$ cat src/scratch_defines.svh
`ifndef SCRATCH_DEFINES_SVH
`define SCRATCH_DEFINES_SVH

// number of requesters sharing the scratchpad
`define SCR_NUM_PORTS 4

// word address width
// bit 0 picks the bank, the upper bits pick the word inside it
`define SCR_ADDR_W 6

// data word width
`define SCR_DATA_W 16

// words held by each of the two banks
// must match 2**(SCR_ADDR_W-1)
`define SCR_BANK_WORDS 32

`endif

$ cat src/scratch_pkg.sv
`include "scratch_defines.svh"

package scratch_pkg;

  // index of one requester port
  typedef logic [$clog2(`SCR_NUM_PORTS)-1:0] port_idx_t;

  // request payload, held stable by the port while its req is high
  typedef struct packed {
    // write enable, low for a read
    logic                   we;
    // word address, bit 0 selects the bank
    logic [`SCR_ADDR_W-1:0] addr;
    // write data, ignored on reads
    logic [`SCR_DATA_W-1:0] wdata;
  } scr_req_t;

  // response returned with ack
  // a write also returns the word as it was before the write
  typedef struct packed {
    logic [`SCR_DATA_W-1:0] rdata;
  } scr_rsp_t;

  // one bank's completion, valid for a single cycle
  typedef struct packed {
    logic      vld;
    // port the completion belongs to
    port_idx_t port;
    scr_rsp_t  rsp;
  } bank_res_t;

endpackage

$ cat src/prio_arbiter.sv
`timescale 1ns/100ps

module prio_arbiter #(
  parameter int unsigned NUM_REQ = 4
) (
  input  logic                                               clk_i,
  input  logic                                               rst_ni,
  // arbiter enable, low while the consumer is busy
  input  logic                                               en_i,
  input  logic [NUM_REQ-1:0]                                 req_i,
  output logic [NUM_REQ-1:0]                                 ack_o,
  output logic                                               vld_o,
  output logic [((NUM_REQ > 1) ? $clog2(NUM_REQ) : 1)-1:0]   idx_o
);

  localparam int unsigned SEL_W = (NUM_REQ > 1) ? $clog2(NUM_REQ) : 1;

  logic [NUM_REQ-1:0] gnt;
  logic [NUM_REQ-1:0] sel_oh;
  logic [SEL_W-1:0]   idx;
  logic [SEL_W-1:0]   lock_sel_q;
  logic               lock_q;

  // fixed priority, port 0 first
  // a port wins only if no lower-numbered port requests
  assign gnt[0] = req_i[0];
  for (genvar i = 1; i < NUM_REQ; i++) begin : gen_prio
    assign gnt[i] = req_i[i] & ~(|req_i[i-1:0]);
  end

  // one-hot to index, one or-tree per index bit
  for (genvar b = 0; b < SEL_W; b++) begin : gen_enc
    logic [NUM_REQ-1:0] bit_set;
    for (genvar i = 0; i < NUM_REQ; i++) begin : gen_term
      assign bit_set[i] = gnt[i] & (((i >> b) & 1) == 1);
    end
    assign idx[b] = |bit_set;
  end

  // while locked the frozen winner is shown instead of the live one
  assign idx_o = lock_q ? lock_sel_q : idx;

  always_comb begin
    sel_oh = gnt;
    if (lock_q) begin
      sel_oh = {{(NUM_REQ-1){1'b0}}, 1'b1} << lock_sel_q;
    end
  end

  // grant only when enabled and the selected port still requests
  assign ack_o = en_i ? (sel_oh & req_i) : '0;
  assign vld_o = |ack_o;

  // freeze the decision whenever requests wait on a disabled arbiter
  // the lock drops one cycle after en_i comes back
  always_ff @(posedge clk_i or negedge rst_ni) begin
    if (!rst_ni) begin
      lock_q     <= 1'b0;
      lock_sel_q <= '0;
    end else begin
      lock_q     <= (|req_i) & ~en_i;
      lock_sel_q <= idx_o;
    end
  end

  // at most one grant
  assert property (@(posedge clk_i) disable iff (!rst_ni) $onehot0(ack_o));

  // a waiting winner is not replaced while disabled
  assert property (@(posedge clk_i) disable iff (!rst_ni)
    (!en_i && |req_i) |=> (idx_o == $past(idx_o)));

endmodule

$ cat src/resp_merge.sv
`timescale 1ns/100ps
`include "scratch_defines.svh"

module resp_merge (
  input  logic                                         clk_i,
  input  logic                                         rst_ni,
  input  logic [`SCR_NUM_PORTS-1:0]                    req_i,
  // completions of bank 0 and bank 1
  input  scratch_pkg::bank_res_t                       res0_i,
  input  scratch_pkg::bank_res_t                       res1_i,
  output logic [`SCR_NUM_PORTS-1:0]                    ack_o,
  output scratch_pkg::scr_rsp_t [`SCR_NUM_PORTS-1:0]   rsp_o,
  // per port, high while that port's ack is high
  output logic [`SCR_NUM_PORTS-1:0]                    busy_o
);

  logic [`SCR_NUM_PORTS-1:0]                  hit0;
  logic [`SCR_NUM_PORTS-1:0]                  hit1;
  logic [`SCR_NUM_PORTS-1:0]                  ack_q;
  scratch_pkg::scr_rsp_t [`SCR_NUM_PORTS-1:0] rsp_q;

  // decode which port each bank completes this cycle
  for (genvar p = 0; p < `SCR_NUM_PORTS; p++) begin : gen_hit
    assign hit0[p] = res0_i.vld && (res0_i.port == scratch_pkg::port_idx_t'(p));
    assign hit1[p] = res1_i.vld && (res1_i.port == scratch_pkg::port_idx_t'(p));
  end

  // ack rises the cycle after a completion
  // falls the cycle after req is seen low
  always_ff @(posedge clk_i or negedge rst_ni) begin
    if (!rst_ni) begin
      ack_q <= '0;
    end else begin
      for (int p = 0; p < `SCR_NUM_PORTS; p++) begin
        if (hit0[p] || hit1[p]) begin
          ack_q[p] <= 1'b1;
        end else if (ack_q[p] && !req_i[p]) begin
          ack_q[p] <= 1'b0;
        end
      end
    end
  end

  // read data held for as long as ack stays up
  always_ff @(posedge clk_i) begin
    for (int p = 0; p < `SCR_NUM_PORTS; p++) begin
      if (hit0[p]) begin
        rsp_q[p] <= res0_i.rsp;
      end else if (hit1[p]) begin
        rsp_q[p] <= res1_i.rsp;
      end
    end
  end

  assign ack_o  = ack_q;
  assign rsp_o  = rsp_q;
  // banks skip busy ports, so a held req is not served twice
  assign busy_o = ack_q;

  // a port has one request out, so only one bank can finish it
  assert property (@(posedge clk_i) disable iff (!rst_ni) !(|(hit0 & hit1)));

  // banks never complete a port whose ack is still up
  assert property (@(posedge clk_i) disable iff (!rst_ni) !(|((hit0 | hit1) & ack_q)));

endmodule

$ cat src/scratch_bank.sv
`timescale 1ns/100ps
`include "scratch_defines.svh"

module scratch_bank #(
  parameter int unsigned BANK_ID = 0
) (
  input  logic                                         clk_i,
  input  logic                                         rst_ni,
  input  logic [`SCR_NUM_PORTS-1:0]                    req_i,
  input  scratch_pkg::scr_req_t [`SCR_NUM_PORTS-1:0]   req_data_i,
  // ports whose ack is currently high
  input  logic [`SCR_NUM_PORTS-1:0]                    busy_i,
  output scratch_pkg::bank_res_t                       res_o
);

  typedef enum logic {
    IDLE,
    ACCESS
  } state_e;

  state_e                             state_q;
  logic [`SCR_NUM_PORTS-1:0]          bank_hit;
  logic [`SCR_NUM_PORTS-1:0]          inflight;
  logic [`SCR_NUM_PORTS-1:0]          req_m;
  logic [`SCR_NUM_PORTS-1:0]          arb_ack;
  logic                               arb_vld;
  logic                               idle;
  scratch_pkg::port_idx_t             arb_idx;
  scratch_pkg::port_idx_t             port_q;
  scratch_pkg::scr_req_t              win_req;
  scratch_pkg::scr_req_t              cur_q;
  logic [`SCR_ADDR_W-2:0]             word;
  logic [`SCR_DATA_W-1:0]             mem_q [`SCR_BANK_WORDS];

  assign idle = (state_q == IDLE);

  // keep only ports addressing this bank
  for (genvar p = 0; p < `SCR_NUM_PORTS; p++) begin : gen_hit
    assign bank_hit[p] = (req_data_i[p].addr[0] == BANK_ID[0]);
  end

  // the port being served still holds req during ACCESS
  // its busy bit only shows up once ack rises
  assign inflight = idle ? '0 : ({{(`SCR_NUM_PORTS-1){1'b0}}, 1'b1} << port_q);

  assign req_m = req_i & bank_hit & ~busy_i & ~inflight;

  // enable low outside IDLE engages the lock-in
  prio_arbiter #(
    .NUM_REQ (`SCR_NUM_PORTS)
  ) i_arb (
    .clk_i  (clk_i),
    .rst_ni (rst_ni),
    .en_i   (idle),
    .req_i  (req_m),
    .ack_o  (arb_ack),
    .vld_o  (arb_vld),
    .idx_o  (arb_idx)
  );

  // and-or mux of the payloads by the one-hot grant
  always_comb begin
    win_req = '0;
    for (int p = 0; p < `SCR_NUM_PORTS; p++) begin
      if (arb_ack[p]) begin
        win_req = win_req | req_data_i[p];
      end
    end
  end

  // IDLE -> ACCESS on a grant, ACCESS lasts exactly one cycle
  always_ff @(posedge clk_i or negedge rst_ni) begin
    if (!rst_ni) begin
      state_q <= IDLE;
      port_q  <= '0;
    end else begin
      case (state_q)
        IDLE: begin
          if (arb_vld) begin
            state_q <= ACCESS;
            port_q  <= arb_idx;
          end
        end
        default: begin
          state_q <= IDLE;
        end
      endcase
    end
  end

  // winner's payload, taken on the grant edge
  always_ff @(posedge clk_i) begin
    if (idle && arb_vld) begin
      cur_q <= win_req;
    end
  end

  // word index inside the bank, bank bit dropped
  assign word = cur_q.addr[`SCR_ADDR_W-1:1];

  // storage, write lands at the end of the ACCESS cycle
  always_ff @(posedge clk_i or negedge rst_ni) begin
    if (!rst_ni) begin
      for (int w = 0; w < `SCR_BANK_WORDS; w++) begin
        mem_q[w] <= '0;
      end
    end else if (!idle && cur_q.we) begin
      mem_q[word] <= cur_q.wdata;
    end
  end

  // result is the old word, presented during ACCESS
  assign res_o.vld       = !idle;
  assign res_o.port      = port_q;
  assign res_o.rsp.rdata = mem_q[word];

  // one completion per access, never back to back
  assert property (@(posedge clk_i) disable iff (!rst_ni) res_o.vld |=> !res_o.vld);

endmodule

$ cat src/scratch_top.sv
`timescale 1ns/100ps
`include "scratch_defines.svh"

module scratch_top (
  input  logic                                         clk_i,
  input  logic                                         rst_ni,
  // four-phase request per port
  input  logic [`SCR_NUM_PORTS-1:0]                    req_i,
  input  scratch_pkg::scr_req_t [`SCR_NUM_PORTS-1:0]   req_data_i,
  output logic [`SCR_NUM_PORTS-1:0]                    ack_o,
  output scratch_pkg::scr_rsp_t [`SCR_NUM_PORTS-1:0]   rsp_o
);

  logic [`SCR_NUM_PORTS-1:0] busy;
  scratch_pkg::bank_res_t    res0;
  scratch_pkg::bank_res_t    res1;

  // even word addresses
  scratch_bank #(
    .BANK_ID (0)
  ) i_bank0 (
    .clk_i      (clk_i),
    .rst_ni     (rst_ni),
    .req_i      (req_i),
    .req_data_i (req_data_i),
    .busy_i     (busy),
    .res_o      (res0)
  );

  // odd word addresses
  scratch_bank #(
    .BANK_ID (1)
  ) i_bank1 (
    .clk_i      (clk_i),
    .rst_ni     (rst_ni),
    .req_i      (req_i),
    .req_data_i (req_data_i),
    .busy_i     (busy),
    .res_o      (res1)
  );

  // both banks may complete in the same cycle for different ports
  resp_merge i_merge (
    .clk_i  (clk_i),
    .rst_ni (rst_ni),
    .req_i  (req_i),
    .res0_i (res0),
    .res1_i (res1),
    .ack_o  (ack_o),
    .rsp_o  (rsp_o),
    .busy_o (busy)
  );

endmodule

$ cat config.mk
export PLATFORM = sky130hd
export DESIGN_NAME = scratch_top
export DESIGN_NICKNAME = d
export VERILOG_FILES = /design/src/scratch_pkg.sv /design/src/prio_arbiter.sv /design/src/resp_merge.sv /design/src/scratch_bank.sv /design/src/scratch_top.sv
export VERILOG_INCLUDE_DIRS = /design/src
export SDC_FILE = /design/constraint.sdc
export NUM_CORES = 2
export LEC_CHECK = 0
export ABC_AREA = 0
export BUFFER_PORTS_ARGS = -buffer_cell sky130_fd_sc_hd__buf_2
export CAP_MARGIN = 20
export CORE_AREA = 2 2 347 349
export CTS_BUF_LIST = sky130_fd_sc_hd__clkbuf_16
export CTS_CLUSTER_DIAMETER = 120
export DETAILED_ROUTE_END_ITERATION = 16
export DIE_AREA = 0 0 349 351
export HOLD_SLACK_MARGIN = 0.05
export REMOVE_ABC_BUFFERS = 1
export SYNTH_ARGS = -nofsm -noshare
export SYNTH_HDL_FRONTEND = slang
export SYNTH_HIERARCHICAL = 1
export SYNTH_SLANG_ARGS = --single-unit
$ cat constraint.sdc
create_clock -name clk_i -period 3.25 [get_ports clk_i]
set_input_delay 0.1625 -clock clk_i [delete_from_list [all_inputs] [get_ports clk_i]]
set_output_delay 0.1625 -clock clk_i [all_outputs]
set_load 0.005 [all_outputs]
==> impl_metrics.env <==
export IMPL_cp_max_fo=30
export IMPL_avgSynthCellArea_sq_um=14.0
export IMPL_hold_slack_ns=0.126
export IMPL_crit_family="simple AND/OR/NAND/NOR gates"
export IMPL_clock_sinks=1148
export IMPL_drc=0
export IMPL_clockRootBuffer="clkbuf_16"
export IMPL_power_density_nw_per_um2=854
export IMPL_place_inst=5383
export IMPL_fmax_mhz=306
export IMPL_rsz0062_at_grt="no"
export IMPL_syn_instance_count=3794
export IMPL_synth_seq_area_share_pct=55.2
export IMPL_fin_util_pct=51.5
export IMPL_drv_cap=0
export IMPL_synth_async_reset_ratio_pct=90.6
export IMPL_post_synth_num_cell_types=59
export IMPL_drive_gt1_share_pct=40.8
export IMPL_status="finished, violations left"
export IMPL_grt_pass1_vias=34000
export IMPL_ys_ff_latch=1148
export IMPL_yosysTopAreaCell="dfrtp_1"
export IMPL_io_pins=166
export IMPL_clk_path_buf_depth=3
export IMPL_synth_edf_count=108
export IMPL_ys_flop_type="dfrtp_1"
export IMPL_use_met1_pct=35.3
export IMPL_setup_worst_path_start_class="register"
export IMPL_clock_latency_ns=0.71
export IMPL_worstPathRequired_ns=3.71
export IMPL_place_gp_congestion=0.853
export IMPL_tritoncts="yes"
export IMPL_cp_arrival_ns=3.73
export IMPL_wl_microns=148000
export IMPL_crit_top_cell="buf_12"
export IMPL_wl_per_cell_microns=25.7
export IMPL_cp_depth=7
export IMPL_skew_ns=0.0203
export IMPL_coreArea_sq_um=119000
export IMPL_grt_pass1_wl_microns=222000
export IMPL_setup_viol=4
export IMPL_dr_pass1_iters=5
export IMPL_max_vdd_ir_drop_mv=0.559
export IMPL_reg2reg_depth=7
export IMPL_clk_pin_slew_ns=0.06
export IMPL_stdcell_count=5753
export IMPL_leakage_nw=29.1
export IMPL_die_x_microns=349
export IMPL_post_route_min_period_ns=3.27
export IMPL_io_buffers=165
export IMPL_drv_slew=0
export IMPL_synth_top_cells_by_area="dfrtp_1 49%, mux2_2 23%, mux2i_1 9.7%, edfxtp_1 6.1%, o22ai_1 3.0%"
export IMPL_worst_pin_slew_ns=1.24
export IMPL_htree_levels=3
export IMPL_worstPathBufferInverterCount=2
export IMPL_initial_core_util_pct=44.5
export IMPL_synth_top_area_share_pct=49.1
export IMPL_grt_antenna_before_repair=11
export IMPL_dp_hpwl_microns=96100
export IMPL_track_usage_pct=24.1
export IMPL_fin_ws_ns=-0.0166
export IMPL_cp_end_kind="register"
export IMPL_grtUsageMet3_pct=3.98
export IMPL_final_nets=4191
export IMPL_syn_area_sq_um=53000
export IMPL_ant_nets=0
export IMPL_grt_util_met2_pct=37.3
export IMPL_grt_busiest_layer="met2"
export IMPL_route_vias_total=33500
export IMPL_rows=127
export IMPL_path_class="register to register"
export IMPL_synth_commonest_cells="1085 x mux2_2, 1040 x dfrtp_1, 512 x mux2i_1"
export IMPL_die_area_sq_um=122000
export IMPL_syn2layout_area_growth_pct=15.7
export IMPL_synth_most_common_cell="mux2_2"
export IMPL_violations="setup timing"
export IMPL_slew_headroom_pct=16.6
export IMPL_ys_warn_count=6
export IMPL_n_fill_cell=10100
export IMPL_final_hold_viol_count=0
export IMPL_crit_slowest_cell="nor4_1"
export IMPL_drt_iter0_drc=2524
export IMPL_min_delay_path_class="input pin to async pin"
export IMPL_grt_max_degree=94
export IMPL_power_total_mw=52.4
export IMPL_grt_overflow_total=0
export IMPL_max_stage_delay_ns=1.04
export IMPL_crit_chain="buf_12 > buf_12 > mux2i_1 > o22ai_1 > nor4_1 > nand2_1 > mux2_2"
export IMPL_numCtsBuffers=121
export IMPL_period_share_pct=101
export IMPL_fp_dieH_microns=351
export IMPL_vias_per_cell=5.82
layout by cell type (no fill, tap or decap), drive strengths merged, types with 9 or more instances in the layout:
cell type / n
clkinv: 62
mux2: 1090
dlygate4sd3: 133
mux2i: 512
edfxtp: 108
a22oi: 88
buf: 370
nand4b: 10
nand3: 14
clkbuf: 128
nor2: 42
o22ai: 258
dfrtp: 1040
nand3b: 9
inv: 33
nor3: 20
nand4bb: 11
nor4: 68
nand2: 118
per-layer routing:
layer  vias to the layer above  part of all wire [%]
li1                      14700                     -
met1                     17600                    47
met2                      1004                    45
met3                       185                   6.0
met4                         8                   2.1
met5                         -                 0.039
logic make-up (layout without fill, tap and decap cells):
logic type             after synthesis  count (layout)  share of synthesized area [%]
AO/OA/AOI/OAI                      379             379                           4.76
buffers and inverters              333             740                           3.13
flip-flops                        1148            1148                           55.2
multiplexers                      1602            1602                           32.8
other                                0               4                              0
AND/OR/NAND/NOR                    332             332                           4.06
metrics by stage:
stage / worst slack, ns / setup TNS (ns) / area, sq um
global route: 0.0498 / 0 / 61300
CTS: 0.0279 / 0 / 61200
detailed placement: 0.131 / 0 / 56000
floorplan: -8.20 / -7571.66 / 51400
global placement: 0.0954 / 0 / 56000
finish: -0.0166 / -0.0545 / 61300
worst register-to-register path, stage by stage, from the launching register on:
cell	delay [ns]
edfxtp_1	0.38
buf_12	0.17
buf_12	0.25
mux2i_1	0.27
o22ai_1	0.13
nor4_1	1.04
nand2_1	0.41
mux2_2	0.38
worst paths after layout:
path	start	end	slack [ns]
hold / removal	rst_ni	i_bank1/mem_q[418]	0.13
hold reg to reg	i_bank0/mem_q[125]	i_bank0/mem_q[125]	0.49
setup / recovery	i_bank0/cur_q[17]	i_merge/rsp_o[11]	-0.02
min in group clk_i	req_data_i[39]	i_bank1/i_arb/lock_q	0.13
max in group asynchronous	rst_ni	i_bank0/mem_q[506]	2.05
setup reg to reg	i_bank0/cur_q[17]	i_merge/rsp_o[11]	-0.02
state kept, by name, indices dropped and copies added, names as in the netlist:
signal and cells:
i_bank0/port_q 2, i_bank1/mem_q 512, i_bank0/i_arb/lock_q 1, i_bank0/i_arb/lock_sel_q 2, i_bank1/i_arb/lock_sel_q 2, i_merge/rsp_o 64
i_bank1/cur_q 22, i_bank0/mem_q 512, i_bank1/i_arb/lock_q 1, i_bank0/state_q 1, i_bank0/cur_q 22, i_merge/ack_o 4
i_bank1/port_q 2, i_bank1/state_q 1
cell type report:
| type | instances | area, sq um | share of cell area (%) |
|---|---|---|---|
| Sequential cell | 1148 | 29300 | 47.7 |
| Multi-Input combinational cell | 2313 | 22100 | 36.0 |
| Timing Repair Buffer | 503 | 4120 | 6.72 |
| Clock buffer | 128 | 3200 | 5.22 |
| Tap cell | 1548 | 1940 | 3.16 |
| Clock inverter | 103 | 667 | 1.09 |
| Inverter | 6 | 22.5 | 0.0367 |
| Antenna cell | 4 | 10.0 | 0.0163 |
power by group:
part	leakage, nW	switching, mW	internal [mW]
Clock	2.00	5.74	7.69
Combinational	11.9	9.42	7.53
Sequential	15.3	2.55	19.4
repair_timing:
action | CTS | global route
resized for setup | 0 | 4
endpoints found under the hold margin | 114 | 0
buffers inserted | 0 | 0
endpoints found under the setup margin | 0 | 12
hold buffers | 133 | 0
(Power assumes the default switching activity.)
